`src/exu_pkg.sv`:
```
package exu_pkg;

    //==============================
    // Datapath types
    //==============================

    // One machine word as carried by operands and results
    typedef logic [31:0] data_word_t;

    // Tag that each unit hands back with its result
    typedef logic [3:0] tag_t;

    // Functional unit selected by the issue port
    typedef enum logic [1:0] {
        UNIT_ITU,
        UNIT_LOAD,
        UNIT_STORE,
        UNIT_CSR
    } exu_unit_t;

    // Integer operations where shifts take the low 5 bits of operand B
    typedef enum logic [2:0] {
        ITU_ADD,
        ITU_SUB,
        ITU_AND,
        ITU_OR,
        ITU_XOR,
        ITU_SLL,
        ITU_SRL,
        ITU_SLT
    } itu_op_t;

    //==============================
    // Control and status registers
    //==============================

    // Read-modify-write flavours of a CSR access
    typedef enum logic [1:0] {
        CSR_READ,
        CSR_SWAP,
        CSR_SET,
        CSR_CLEAR
    } csr_op_t;

    typedef logic [1:0] csr_addr_t;

    // Only the user scratch register is open to user mode
    localparam csr_addr_t CSR_USCRATCH = 2'd0;
    localparam csr_addr_t CSR_MSCRATCH = 2'd1;
    localparam csr_addr_t CSR_MSTATUS  = 2'd2;
    // Bit 0 mirrors the current privilege level
    localparam csr_addr_t CSR_PRIV     = 2'd3;

    typedef enum logic {
        PRIV_USER,
        PRIV_MACHINE
    } priv_t;

    //==============================
    // Load unit FSM
    //==============================

    typedef enum logic [1:0] {
        LD_IDLE,
        LD_DRAIN,
        LD_REQ,
        LD_RESP
    } load_state_t;

endpackage : exu_pkg

```
`src/csr_unit.sv`:
```
`timescale 1ns/1ps

module csr_unit import exu_pkg::*; (
    input  logic       clk_i,
    input  logic       rst_i,
    input  logic       valid_i,
    input  csr_op_t    opcode_i,
    input  tag_t       tag_i,
    input  csr_addr_t  addr_i,
    input  data_word_t wdata_i,
    input  logic       machine_return_i,
    output logic       valid_o,
    output tag_t       tag_o,
    output data_word_t rdata_o,
    output logic       illegal_o
);

    data_word_t uscratch_q;
    data_word_t mscratch_q;
    data_word_t mstatus_q;
    priv_t      priv_q;
    data_word_t csr_old;
    data_word_t csr_new;
    logic       illegal;
    logic       csr_we;

    //==============================
    // Read and modify
    //==============================

    always_comb begin
        case (addr_i)
            CSR_USCRATCH: csr_old = uscratch_q;
            CSR_MSCRATCH: csr_old = mscratch_q;
            CSR_MSTATUS:  csr_old = mstatus_q;
            default:      csr_old = {31'b0, logic'(priv_q)};
        endcase
    end

    always_comb begin
        case (opcode_i)
            CSR_SWAP:  csr_new = wdata_i;
            CSR_SET:   csr_new = csr_old | wdata_i;
            CSR_CLEAR: csr_new = csr_old & ~wdata_i;
            default:   csr_new = csr_old;
        endcase
    end

    // Every CSR except the user scratch belongs to machine mode
    assign illegal = (priv_q == PRIV_USER) && (addr_i != CSR_USCRATCH);
    assign csr_we  = valid_i && !illegal && (opcode_i != CSR_READ);

    //==============================
    // Register file and privilege
    //==============================

    always_ff @(posedge clk_i) begin
        if (rst_i) begin
            uscratch_q <= '0;
            mscratch_q <= '0;
            mstatus_q  <= '0;
            priv_q     <= PRIV_MACHINE;
        end else begin
            if (csr_we) begin
                case (addr_i)
                    CSR_USCRATCH: uscratch_q <= csr_new;
                    CSR_MSCRATCH: mscratch_q <= csr_new;
                    CSR_MSTATUS:  mstatus_q  <= csr_new;
                    default:      priv_q     <= priv_t'(csr_new[0]);
                endcase
            end
            // A return from the trap handler wins over a write in the same cycle
            if (machine_return_i) begin
                priv_q <= PRIV_MACHINE;
            end
        end
    end

    // The result carries the value from before the update
    always_ff @(posedge clk_i) begin
        if (rst_i) begin
            valid_o   <= 1'b0;
            illegal_o <= 1'b0;
        end else begin
            valid_o   <= valid_i;
            illegal_o <= valid_i && illegal;
        end
    end

    always_ff @(posedge clk_i) begin
        if (valid_i) begin
            tag_o   <= tag_i;
            rdata_o <= illegal ? '0 : csr_old;
        end
    end

    // User code must not lift itself back into machine mode
    a_priv_rise : assert property (@(posedge clk_i) disable iff (rst_i)
        (priv_q == PRIV_USER) |=> (priv_q == PRIV_USER) || $past(machine_return_i))
        else $error("Privilege rose without a machine return");

endmodule : csr_unit

```
`src/data_memory.sv`:
```
`timescale 1ns/1ps

module data_memory import exu_pkg::*; #(
    parameter int MEM_DEPTH_LOG2 = 6
) (
    input  logic                      clk_i,
    input  logic                      we_i,
    input  logic [MEM_DEPTH_LOG2-1:0] addr_i,
    input  data_word_t                wdata_i,
    output data_word_t                rdata_o
);

    localparam int DEPTH = 1 << MEM_DEPTH_LOG2;

    // Word array that starts out cleared
    data_word_t mem_q [DEPTH] = '{default: '0};

    // Registered read gives the data one cycle after the access
    always_ff @(posedge clk_i) begin
        if (we_i) begin
            mem_q[addr_i] <= wdata_i;
        end
        rdata_o <= mem_q[addr_i];
    end

endmodule : data_memory

```
`src/execution_unit.sv`:
```
`timescale 1ns/1ps

module execution_unit import exu_pkg::*; #(
    parameter int STORE_BUFFER_SIZE = 8,
    parameter int MEM_DEPTH_LOG2    = 6
) (
    input  logic       clk_i,
    input  logic       rst_i,

    // Issue port
    input  logic       issue_valid_i,
    input  exu_unit_t  issue_unit_i,
    input  logic [2:0] issue_opcode_i,
    input  tag_t       issue_tag_i,
    input  data_word_t operand_a_i,
    input  data_word_t operand_b_i,
    input  logic       machine_return_i,

    // Integer results
    output logic       itu_valid_o,
    output tag_t       itu_tag_o,
    output data_word_t itu_result_o,

    // Load results and credits
    output logic       ldu_valid_o,
    output tag_t       ldu_tag_o,
    output data_word_t ldu_data_o,
    output logic       ld_credit_o,
    output logic       st_credit_o,

    // CSR results
    output logic       csr_valid_o,
    output tag_t       csr_tag_o,
    output data_word_t csr_result_o,
    output logic       csr_illegal_o
);

    logic                      itu_issue;
    logic                      ld_issue;
    logic                      st_issue;
    logic                      csr_issue;
    logic                      ld_req;
    logic                      ld_gnt;
    logic [MEM_DEPTH_LOG2-1:0] ld_addr;
    logic                      st_req;
    logic                      st_gnt;
    logic [MEM_DEPTH_LOG2-1:0] st_addr;
    data_word_t                st_wdata;
    logic                      sb_empty;
    logic                      mem_we;
    logic [MEM_DEPTH_LOG2-1:0] mem_addr;
    data_word_t                mem_wdata;
    data_word_t                mem_rdata;

    //==============================
    // Issue decode
    //==============================

    assign itu_issue = issue_valid_i && (issue_unit_i == UNIT_ITU);
    assign ld_issue  = issue_valid_i && (issue_unit_i == UNIT_LOAD);
    assign st_issue  = issue_valid_i && (issue_unit_i == UNIT_STORE);
    assign csr_issue = issue_valid_i && (issue_unit_i == UNIT_CSR);

    integer_unit integer_unit_i (
        .clk_i       (clk_i),
        .rst_i       (rst_i),
        .valid_i     (itu_issue),
        .opcode_i    (itu_op_t'(issue_opcode_i)),
        .tag_i       (issue_tag_i),
        .operand_a_i (operand_a_i),
        .operand_b_i (operand_b_i),
        .valid_o     (itu_valid_o),
        .tag_o       (itu_tag_o),
        .result_o    (itu_result_o)
    );

    // Operand B low bits select the CSR and operand A is the source
    csr_unit csr_unit_i (
        .clk_i            (clk_i),
        .rst_i            (rst_i),
        .valid_i          (csr_issue),
        .opcode_i         (csr_op_t'(issue_opcode_i[1:0])),
        .tag_i            (issue_tag_i),
        .addr_i           (operand_b_i[1:0]),
        .wdata_i          (operand_a_i),
        .machine_return_i (machine_return_i),
        .valid_o          (csr_valid_o),
        .tag_o            (csr_tag_o),
        .rdata_o          (csr_result_o),
        .illegal_o        (csr_illegal_o)
    );

    //==============================
    // Load and store path
    //==============================

    // Word addresses wrap modulo the memory depth
    load_unit #(.MEM_DEPTH_LOG2(MEM_DEPTH_LOG2)) load_unit_i (
        .clk_i       (clk_i),
        .rst_i       (rst_i),
        .valid_i     (ld_issue),
        .tag_i       (issue_tag_i),
        .addr_i      (operand_a_i[MEM_DEPTH_LOG2-1:0]),
        .sb_empty_i  (sb_empty),
        .gnt_i       (ld_gnt),
        .mem_rdata_i (mem_rdata),
        .req_o       (ld_req),
        .addr_o      (ld_addr),
        .valid_o     (ldu_valid_o),
        .tag_o       (ldu_tag_o),
        .data_o      (ldu_data_o),
        .credit_o    (ld_credit_o)
    );

    store_buffer #(
        .STORE_BUFFER_SIZE (STORE_BUFFER_SIZE),
        .MEM_DEPTH_LOG2    (MEM_DEPTH_LOG2)
    ) store_buffer_i (
        .clk_i       (clk_i),
        .rst_i       (rst_i),
        .valid_i     (st_issue),
        .addr_i      (operand_a_i[MEM_DEPTH_LOG2-1:0]),
        .data_i      (operand_b_i),
        .gnt_i       (st_gnt),
        .req_o       (st_req),
        .mem_addr_o  (st_addr),
        .mem_wdata_o (st_wdata),
        .empty_o     (sb_empty),
        .credit_o    (st_credit_o)
    );

    mem_arbiter #(.MEM_DEPTH_LOG2(MEM_DEPTH_LOG2)) mem_arbiter_i (
        .clk_i       (clk_i),
        .rst_i       (rst_i),
        .ld_req_i    (ld_req),
        .ld_addr_i   (ld_addr),
        .st_req_i    (st_req),
        .st_addr_i   (st_addr),
        .st_wdata_i  (st_wdata),
        .ld_gnt_o    (ld_gnt),
        .st_gnt_o    (st_gnt),
        .mem_we_o    (mem_we),
        .mem_addr_o  (mem_addr),
        .mem_wdata_o (mem_wdata)
    );

    data_memory #(.MEM_DEPTH_LOG2(MEM_DEPTH_LOG2)) data_memory_i (
        .clk_i   (clk_i),
        .we_i    (mem_we),
        .addr_i  (mem_addr),
        .wdata_i (mem_wdata),
        .rdata_o (mem_rdata)
    );

endmodule : execution_unit

```
`src/integer_unit.sv`:
```
`timescale 1ns/1ps

module integer_unit import exu_pkg::*; (
    input  logic       clk_i,
    input  logic       rst_i,
    input  logic       valid_i,
    input  itu_op_t    opcode_i,
    input  tag_t       tag_i,
    input  data_word_t operand_a_i,
    input  data_word_t operand_b_i,
    output logic       valid_o,
    output tag_t       tag_o,
    output data_word_t result_o
);

    // Shift amount is limited to the word width
    logic [4:0] shamt;
    data_word_t alu_result;

    assign shamt = operand_b_i[4:0];

    //==============================
    // ALU
    //==============================

    always_comb begin
        case (opcode_i)
            ITU_ADD: alu_result = operand_a_i + operand_b_i;
            ITU_SUB: alu_result = operand_a_i - operand_b_i;
            ITU_AND: alu_result = operand_a_i & operand_b_i;
            ITU_OR:  alu_result = operand_a_i | operand_b_i;
            ITU_XOR: alu_result = operand_a_i ^ operand_b_i;
            ITU_SLL: alu_result = operand_a_i << shamt;
            ITU_SRL: alu_result = operand_a_i >> shamt;
            // Compare as two's complement numbers
            default: alu_result = {31'b0, $signed(operand_a_i) < $signed(operand_b_i)};
        endcase
    end

    //==============================
    // Output stage
    //==============================

    // One stage so a new operation may start on every cycle
    always_ff @(posedge clk_i) begin
        if (rst_i) begin
            valid_o <= 1'b0;
        end else begin
            valid_o <= valid_i;
        end
    end

    // Result and tag only move when an operation is accepted
    always_ff @(posedge clk_i) begin
        if (valid_i) begin
            tag_o    <= tag_i;
            result_o <= alu_result;
        end
    end

endmodule : integer_unit

```
`src/load_unit.sv`:
```
`timescale 1ns/1ps

module load_unit import exu_pkg::*; #(
    parameter int MEM_DEPTH_LOG2 = 6
) (
    input  logic                      clk_i,
    input  logic                      rst_i,
    input  logic                      valid_i,
    input  tag_t                      tag_i,
    input  logic [MEM_DEPTH_LOG2-1:0] addr_i,
    input  logic                      sb_empty_i,
    input  logic                      gnt_i,
    input  data_word_t                mem_rdata_i,
    output logic                      req_o,
    output logic [MEM_DEPTH_LOG2-1:0] addr_o,
    output logic                      valid_o,
    output tag_t                      tag_o,
    output data_word_t                data_o,
    output logic                      credit_o
);

    load_state_t state_q;

    // With no store pending the drain state is skipped entirely
    always_ff @(posedge clk_i) begin
        if (rst_i) begin
            state_q <= LD_IDLE;
        end else begin
            case (state_q)
                LD_IDLE:  if (valid_i) state_q <= sb_empty_i ? LD_REQ : LD_DRAIN;
                LD_DRAIN: if (sb_empty_i) state_q <= LD_REQ;
                LD_REQ:   if (gnt_i) state_q <= LD_RESP;
                default:  state_q <= LD_IDLE;
            endcase
        end
    end

    // Only one load is held at a time
    always_ff @(posedge clk_i) begin
        if (valid_i) begin
            tag_o  <= tag_i;
            addr_o <= addr_i;
        end
    end

    assign req_o = (state_q == LD_REQ);

    // Memory read data lands one cycle after the grant
    assign valid_o  = (state_q == LD_RESP);
    assign data_o   = mem_rdata_i;
    assign credit_o = valid_o;

    // The single load credit keeps a second load out while one is in flight
    a_issue_idle : assert property (@(posedge clk_i) disable iff (rst_i)
        valid_i |-> (state_q == LD_IDLE))
        else $error("Load issued while the load unit is busy");

endmodule : load_unit

```
`src/mem_arbiter.sv`:
```
`timescale 1ns/1ps

module mem_arbiter import exu_pkg::*; #(
    parameter int MEM_DEPTH_LOG2 = 6
) (
    input  logic                      clk_i,
    input  logic                      rst_i,
    input  logic                      ld_req_i,
    input  logic [MEM_DEPTH_LOG2-1:0] ld_addr_i,
    input  logic                      st_req_i,
    input  logic [MEM_DEPTH_LOG2-1:0] st_addr_i,
    input  data_word_t                st_wdata_i,
    output logic                      ld_gnt_o,
    output logic                      st_gnt_o,
    output logic                      mem_we_o,
    output logic [MEM_DEPTH_LOG2-1:0] mem_addr_o,
    output data_word_t                mem_wdata_o
);

    // High when the load unit held the port last
    logic last_ld_q;

    // On a conflict the client that waited longer wins
    assign ld_gnt_o = ld_req_i && !(st_req_i && last_ld_q);
    assign st_gnt_o = st_req_i && !(ld_req_i && !last_ld_q);

    // Out of reset the store side goes first so older writes drain early
    always_ff @(posedge clk_i) begin
        if (rst_i) begin
            last_ld_q <= 1'b1;
        end else if (ld_gnt_o) begin
            last_ld_q <= 1'b1;
        end else if (st_gnt_o) begin
            last_ld_q <= 1'b0;
        end
    end

    //==============================
    // Memory port mux
    //==============================

    // A granted store writes and anything else reads
    assign mem_we_o    = st_gnt_o;
    assign mem_addr_o  = st_gnt_o ? st_addr_i : ld_addr_i;
    assign mem_wdata_o = st_wdata_i;

    a_one_grant : assert property (@(posedge clk_i) disable iff (rst_i)
        !(ld_gnt_o && st_gnt_o))
        else $error("Both memory clients granted in one cycle");

endmodule : mem_arbiter

```
`src/store_buffer.sv`:
```
`timescale 1ns/1ps

module store_buffer import exu_pkg::*; #(
    parameter int STORE_BUFFER_SIZE = 8,
    parameter int MEM_DEPTH_LOG2    = 6
) (
    input  logic                      clk_i,
    input  logic                      rst_i,
    input  logic                      valid_i,
    input  logic [MEM_DEPTH_LOG2-1:0] addr_i,
    input  data_word_t                data_i,
    input  logic                      gnt_i,
    output logic                      req_o,
    output logic [MEM_DEPTH_LOG2-1:0] mem_addr_o,
    output data_word_t                mem_wdata_o,
    output logic                      empty_o,
    output logic                      credit_o
);

    localparam int PTR_W = (STORE_BUFFER_SIZE > 1) ? $clog2(STORE_BUFFER_SIZE) : 1;
    localparam int CNT_W = $clog2(STORE_BUFFER_SIZE + 1);

    logic [MEM_DEPTH_LOG2-1:0] addr_mem [STORE_BUFFER_SIZE];
    data_word_t                data_mem [STORE_BUFFER_SIZE];
    logic [PTR_W-1:0]          wr_ptr_q;
    logic [PTR_W-1:0]          rd_ptr_q;
    logic [CNT_W-1:0]          count_q;

    // Pointers wrap at the buffer size which need not be a power of two
    function automatic logic [PTR_W-1:0] next_ptr(input logic [PTR_W-1:0] ptr);
        return (ptr == PTR_W'(STORE_BUFFER_SIZE - 1)) ? '0 : ptr + 1'b1;
    endfunction

    //==============================
    // Pointers and occupancy
    //==============================

    always_ff @(posedge clk_i) begin
        if (rst_i) begin
            wr_ptr_q <= '0;
            rd_ptr_q <= '0;
            count_q  <= '0;
            credit_o <= 1'b0;
        end else begin
            if (valid_i) begin
                wr_ptr_q <= next_ptr(wr_ptr_q);
            end
            if (gnt_i) begin
                rd_ptr_q <= next_ptr(rd_ptr_q);
            end
            count_q  <= count_q + CNT_W'(valid_i) - CNT_W'(gnt_i);
            // One credit per store that reached memory
            credit_o <= gnt_i;
        end
    end

    always_ff @(posedge clk_i) begin
        if (valid_i) begin
            addr_mem[wr_ptr_q] <= addr_i;
            data_mem[wr_ptr_q] <= data_i;
        end
    end

    //==============================
    // Memory side
    //==============================

    // The head entry is offered until the arbiter takes it
    assign req_o       = (count_q != '0);
    assign mem_addr_o  = addr_mem[rd_ptr_q];
    assign mem_wdata_o = data_mem[rd_ptr_q];

    // The head still counts as pending during the cycle of its write
    assign empty_o = (count_q == '0);

    // The sender's store credits must keep pushes away from a full buffer
    a_no_overflow : assert property (@(posedge clk_i) disable iff (rst_i)
        valid_i |-> (count_q < CNT_W'(STORE_BUFFER_SIZE)))
        else $error("Store pushed into a full store buffer");

endmodule : store_buffer

```
`config.mk`:
```
export PLATFORM = sky130hd
export DESIGN_NAME = execution_unit
export DESIGN_NICKNAME = d
export VERILOG_FILES = /design/src/exu_pkg.sv /design/src/csr_unit.sv /design/src/data_memory.sv /design/src/execution_unit.sv /design/src/integer_unit.sv /design/src/load_unit.sv /design/src/mem_arbiter.sv /design/src/store_buffer.sv
export SDC_FILE = /design/constraint.sdc
export NUM_CORES = 2
export LEC_CHECK = 0
export ABC_AREA = 0
export BUFFER_PORTS_ARGS = -buffer_cell sky130_fd_sc_hd__buf_4
export CAP_MARGIN = 20
export CORE_UTILIZATION = 55
export DETAILED_ROUTE_END_ITERATION = 10
export PLACE_DENSITY_LB_ADDON = 0.05
export SYNTH_ARGS = -nofsm -noshare
export SYNTH_HDL_FRONTEND = slang
export SYNTH_SLANG_ARGS = --single-unit
```
`constraint.sdc`:
```
create_clock -name clk_i -period 16 [get_ports clk_i]
set_input_delay 3.2 -clock clk_i [delete_from_list [all_inputs] [get_ports clk_i]]
set_output_delay 3.2 -clock clk_i [all_outputs]
set_load 0.05 [all_outputs]
```
After elaboration in Yosys (flattened, before gate mapping)
Memories as Yosys holds them, arrays and structs flattened. A register that Yosys moved wholly into a read port is not among the register bits. Index checks and enable logic that the tools add are counted.

Multiplexer cells: 19. Magnitude comparators: 1. Equality and inequality tests: 22. $add $sub $neg: 6. Bitwise operators: 8. Shift-type cells: 2. Reduce and logical (&&, ||, !) cells: 32.

Operator list (count): $pmux W32 S7 (1); $pmux W32 S3 (2); $and A32 B32 Y32 (2); $or A32 B32 Y32 (2); $add A32 B32 Y32 (1); $lt A32 B32 Y1 (1); $not A32 Y32 (1); $shl A32 B5 Y32 (1); $shr A32 B5 Y32 (1); $sub A32 B32 Y32 (1); $xor A32 B32 Y32 (1); $mux W3 (6); $eq A3 B3 Y1 const B (5); $eq A2 B2 Y1 const B (7); $logic_and A1 B1 Y1 (12); $eq A2 B1 Y1 const B (4); $mux W2 (4); $reduce_and A2 Y1 (4); $add A3 B1 Y3 const B (2); $eq A3 B2 Y1 const B (2); $logic_not A2 Y1 (3); $mux W6 (1); $pmux W2 S3 (1); $add A4 B1 Y4 (1); other kinds (14) (24).

Output and inout port bits: 114. Memory bits (writable): 2352. Register bits: 196. Input bits: 77. Memories kept: 3.

Memory list: data_memory_i.mem_q (depth 64, bits a word 32, read ports 1, clocked after memory_dff 1, write ports 1, RTL line data_memory.sv:16) `data_word_t mem_q [DEPTH] = '{default: '0};`; store_buffer_i.data_mem (depth 8, bits a word 32, read ports 1, clocked after memory_dff 1, write ports 1, RTL line store_buffer.sv:24) `data_word_t data_mem [STORE_BUFFER_SIZE];`; store_buffer_i.addr_mem (depth 8, bits a word 6, read ports 1, clocked after memory_dff 1, write ports 1, RTL line store_buffer.sv:23) `logic [MEM_DEPTH_LOG2-1:0] addr_mem [STORE_BUFFER_SIZE];`.

Logic depth before layout (Yosys ltp)
Depth in word-level cells: 6. Gate-level depth with buffers: 15. Mapped depth without buffers: 13.

Cells and area by module
A second synthesis with hierarchy kept.

Cell total of the unflattened synthesis: 6869. Area, all modules: 109039.6 µm².

By module, submodules not included: data_memory (instances 1, area each 78928.2 µm², seq. area each 62139.6 µm², cells an instance 4239); store_buffer (instances 1, area each 12300.5 µm², seq. area each 9409.0 µm², cells an instance 512); integer_unit (instances 1, area each 9684.3 µm², seq. area each 1101.1 µm², cells an instance 1302); csr_unit (instances 1, area each 6964.2 µm², seq. area each 3062.9 µm², cells an instance 701); load_unit (instances 1, area each 745.7 µm², seq. area each 340.3 µm², cells an instance 64); mem_arbiter (instances 1, area each 379.1 µm², seq. area each 20.0 µm², cells an instance 47); execution_unit (instances 1, area each 37.5 µm², seq. area each 0.0 µm², cells an instance 4).

Least setup slack after synthesis
Ideal clock, no wire load.

Kind: input to register. Start: in issue_unit_i[0]. End: mem store_buffer_i.addr_mem[0][0] (enable). Setup time: 529 ps. Stages on the path: 2. Arrival time: 7184 ps. Slack: 8287 ps. Path buffers: 0. Cells stage by stage: nand3b_1 nor4_1.

Cells in the longest elaborated chain, start to end: 4.

Ends and longest elaborated chain: start: declaration (RTL line execution_unit.sv:12) `input exu_unit_t issue_unit_i,`; $eq A2 B2 Y1 (RTL line execution_unit.sv:61) `assign st_issue = issue_valid_i && (issue_unit_i == UNIT_STORE);`; $logic_and A1 B1 Y1 (RTL line execution_unit.sv:61); $mux W1 (RTL line store_buffer.sv:58) `if (valid_i) begin`; $mux W1 (not written as such) (RTL line store_buffer.sv:59) `addr_mem[wr_ptr_q] <= addr_i;`; end: declaration (RTL line store_buffer.sv:23).

No other way between the ends.

Worst setup path in the final report
Start: in operand_b_i[0]. End: reg integer_unit_i.result_o[28], data pin.

Cells in the longest elaborated chain, start to end: 2.

Ends and longest elaborated chain: start: declaration (RTL line execution_unit.sv:16) `input data_word_t operand_b_i,`; $sub A32 B32 Y32 (tied with other cells) (RTL line integer_unit.sv:29) `ITU_SUB: alu_result = operand_a_i - operand_b_i;`; $pmux W32 S7 * (RTL line integer_unit.sv:27) `case (opcode_i)`; via integer_unit_i.alu_result[28] (RTL line integer_unit.sv:18) `data_word_t alu_result;`; end signal: assignment (RTL line integer_unit.sv:57) `result_o <= alu_result;`; end: declaration (RTL line integer_unit.sv:13) `output data_word_t result_o`.

Mark *: on every way through the listed nets, which the timed path passes. The rest lies on a longest branch. A chain may end at the register's enable or synchronous reset.

==> metrics <==
I/O pin count 191; Int Power 14.3 mW; Hold Crit Class reg2reg; pre-CTS setup slack 8.47 ns; critical-path maximum fanout 57; Starting Density 0.555; top routing layer used met5; Synth Flop Type edfxtp_1; Final WS setup 9.36 ns; Yosys cell types 91; Root Driver clkbuf_16; cts-stage hold buffer count 0; port bufs 190; Num CTS Buffers 278; met3 wire length 30900 µm; Die ar. 192000 µm²; post-cts resize count 0; Hold Startpoint store_buffer_i.rd_ptr_q[1]$_SDFFE_PP0P_; H-tree levels 5; clock tree from TritonCTS built; area occupied by multi-input gates 26500 µm²; gr ovfl total 0; adder-cell area share of the yosys netlist 0.0150; Async SR Flop Fraction 0; routed length on met2 150000 µm; run status complete, no violations; RePlAce Congestion 0.987; Worst Tran Pin Value 1.20 ns; reg2reg setup slack 9.56 ns; post-synthesis cell count 6977; switching part of the total 0.381; Clock power frac 0.260; M1 wire length 137000 µm; sequential cell area 76100 µm²; vias per inst 6.71; Worst Skew 0.0563 ns; peak supply drop 0.319 mV; setup tns final 0 ns; Cell Rows 159; wire length of the first global-routing pass 468000 µm; Final Cycle Share 0.415; Detail Placement HPWL 196000 µm; syn_nets 7177; register area share after synthesis 0.729; Final Hold Vio Count 0; multiplexer share of the synthesized area 0.0464; CP Launch Type input port; worst path required time 16.64 ns; DR DRC count 0; Tot GR Track Use 0.344; per-cell routed wire length 33.6 µm; fillers 14000; Die Ht 438 µm; number of max-cap violations 0; vias in the first global route 63500; Syn Area/Cell 15.0 µm²; vias 66300; Initial DRT Pass Iterations 7; synth warn 0; fin nets 7386; core footprint 188000 µm²; pwr dens 196 nW/µm²; NetSw 8.78 mW; crit path DAT 7.28 ns; synthesized flop and latch total 2583; largest family of logic cells by synthesized area compound AO/OA/AOI/OAI gates; routed wire length 332000 µm; Max-slew headroom 0.190; clk sinks 2583; Comb power frac 0.350; hold depth 2; unrepaired setup endpoints after global routing false; share of layout cells above drive strength 1 0.142; Max clock buf depth 4; Min Clock Period, post-route 6.64 ns; Final ANT Viol Nets 0; CTS clock-pin slew for the worst setup and hold paths 0.06 ns; initial antenna violation count 12; reg2reg end data_memory_i.rdata_o[27]$_DFF_P_; Crit. End Element flip-flop; final slew viol count 0; pin count of the biggest net entering global routing 140; max frequency 151 MHz; Compound-Gate Fraction of Synth Area 0.126; Final Setup Violations 0; Post-Synth Simple-Gate Area 0.0578; Layout Area Growth over Synthesis 12.6%; Clk Latency, worst-skew pair 0.93 ns; post-synth design cell area 104000 µm²; detailed router's first-iteration violation count 8455; critical path type in2reg; post-CTS setup buffers 0; Reg power frac 0.390; Post-synth EDFFs 2434; leakage power 38.1 nW; R2R depth 11; die width 438 µm; XOR/XNOR Fraction of Synth Area 0.00201
synth_stat cells (all sizes together), types with 10 or more instances:
cell,n,area share
edfxtp,2434,0.70
nand2,643,0.023
a21oi,552,0.026
a22oi,491,0.035
nor2,438,0.016
a221oi,244,0.021
buf,231,0.011
clkbuf,230,0.0083
o21ai,152,0.0075
dfxtp,149,0.029
a31oi,148,0.0089
mux2i,145,0.014
nand3,140,0.0068
mux4,129,0.028
a211oi,120,0.0086
ha,120,0.014
inv,106,0.0038
nor3,55,0.0028
mux2,43,0.0046
nand4,36,0.0022
a222oi,28,0.0027
o211ai,23,0.0017
nor4,22,0.0014
or3,22,0.0013
a21o,20,0.0014
nor2b,20,0.0012
o21a,16,0.0012
o22ai,15,0.00090
xnor2,15,0.0013
o21bai,13,0.00094
nand2b,12,0.00072
or2,11,0.00066
a221o,10,0.00096
a2bb2oi,10,0.0010
and2,10,0.00062
metal layers:
metal,up-vias,global-route usage
li1,28100,-
met4,2,0.137
met5,-,0
met1,33900,0.500
met3,608,0.0580
met2,3672,0.520
worst max-delay path: stages:
cell and delay [ns]:
buf_4 0.23, buf_4 0.58, buf_4 0.80, mux2_2 0.42, nand2_1 0.09, o21ai_0 0.25, a222oi_1 0.41, o211ai_1 0.24
a311o_1 0.37, a311o_1 0.34, o21ai_0 0.19, nand2_1 0.08
state kept, by name, summed over array words and instances (netlist names), 4 cells and up, named ones only:
signal / flops
csr_unit_i.rdata_o: 32
csr_unit_i.tag_o: 4
csr_unit_i.uscratch_q: 32
integer_unit_i.tag_o: 4
load_unit_i.addr_o: 6
data_memory_i.rdata_o: 32
store_buffer_i.addr_mem: 48
data_memory_i.mem_q: 2048
store_buffer_i.data_mem: 256
integer_unit_i.result_o: 32
load_unit_i.tag_o: 4
csr_unit_i.mscratch_q: 32
csr_unit_i.mstatus_q: 32
store_buffer_i.count_q: 4
cell families (layout without fill, tap and decap cells):
kind of cell / after synthesis / after routing
mux: 317 / 317
xor+xnor: 24 / 24
fa+ha+maj: 123 / 123
other cells: 0 / 2
compound gates: 1932 / 1932
flops: 2583 / 2583
simple gates: 1426 / 1426
buf+inv: 572 / 974
metrics by stage:
| step | hold WS [ns] | power (mW) | utilization | instances | area (µm²) |
|---|---|---|---|---|---|
| after detailed placement | 0.460 | 17.1 | 0.580 | 9398 | 109000 |
| after CTS | 0.476 | 23.1 | 0.624 | 9871 | 117000 |
| after floorplan | 0.450 | 13.6 | - | 6977 | 104000 |
| after global placement | 0.455 | 17.0 | 0.580 | 9396 | 109000 |
| final | 0.473 | 23.1 | 0.625 | 9876 | 118000 |
| after global routing | 0.508 | 23.8 | 0.625 | 9874 | 118000 |
area by class of cell:
class                   instances  share of cell area
flip-flops and latches       2583               0.647
clock inverters               116             0.00667
diodes                          2           0.0000426
multi-input cells            3822               0.226
inverters                     111             0.00354
well taps                    2495              0.0266
repair buffers                390              0.0262
clock buffers                 357              0.0641
power by group through the flow:
stage / combinational, mW / clock (mW) / sequential (mW)
after floorplan: 4.40 / 0 / 9.23
after global placement: 7.90 / 0 / 9.13
after detailed placement: 7.99 / 0 / 9.14
after CTS: 8.02 / 6.05 / 9.01
after global routing: 8.47 / 6.29 / 9.04
final: 8.08 / 5.99 / 9.00
worst max-delay path by stage:
stage,cells past startpoint,start,to
floorplan,2,issue_unit_i[0],store_buffer_i.addr_mem[0][0]$_DFFE_PP_
global placement,11,operand_b_i[0],integer_unit_i.result_o[28]$_DFFE_PP_
detailed placement,11,operand_b_i[0],integer_unit_i.result_o[28]$_DFFE_PP_
CTS,11,operand_b_i[0],integer_unit_i.result_o[28]$_DFFE_PP_
global route,12,operand_b_i[0],integer_unit_i.result_o[28]$_DFFE_PP_
finish,12,operand_b_i[0],integer_unit_i.result_o[28]$_DFFE_PP_
cells in the final DEF, fill, tap and decap left out, types with 23 or more instances in the layout:
cell / count
a211oi_1: 120
a21oi_1: 551
a221oi_1: 239
a222oi_1: 28
a22oi_1: 490
a31oi_1: 148
buf_4: 378
clkbuf_1: 59
clkbuf_16: 285
clkinv_1: 66
clkinv_2: 37
dfxtp_1: 146
edfxtp_1: 2434
ha_1: 120
inv_1: 104
mux2_2: 39
mux2i_1: 145
mux4_2: 129
nand2_1: 638
nand3_1: 137
nand4_1: 36
nor2_1: 364
nor2_4: 70
nor3_1: 46
o211ai_1: 23
o21ai_0: 144
(Power assumes the default switching activity.)
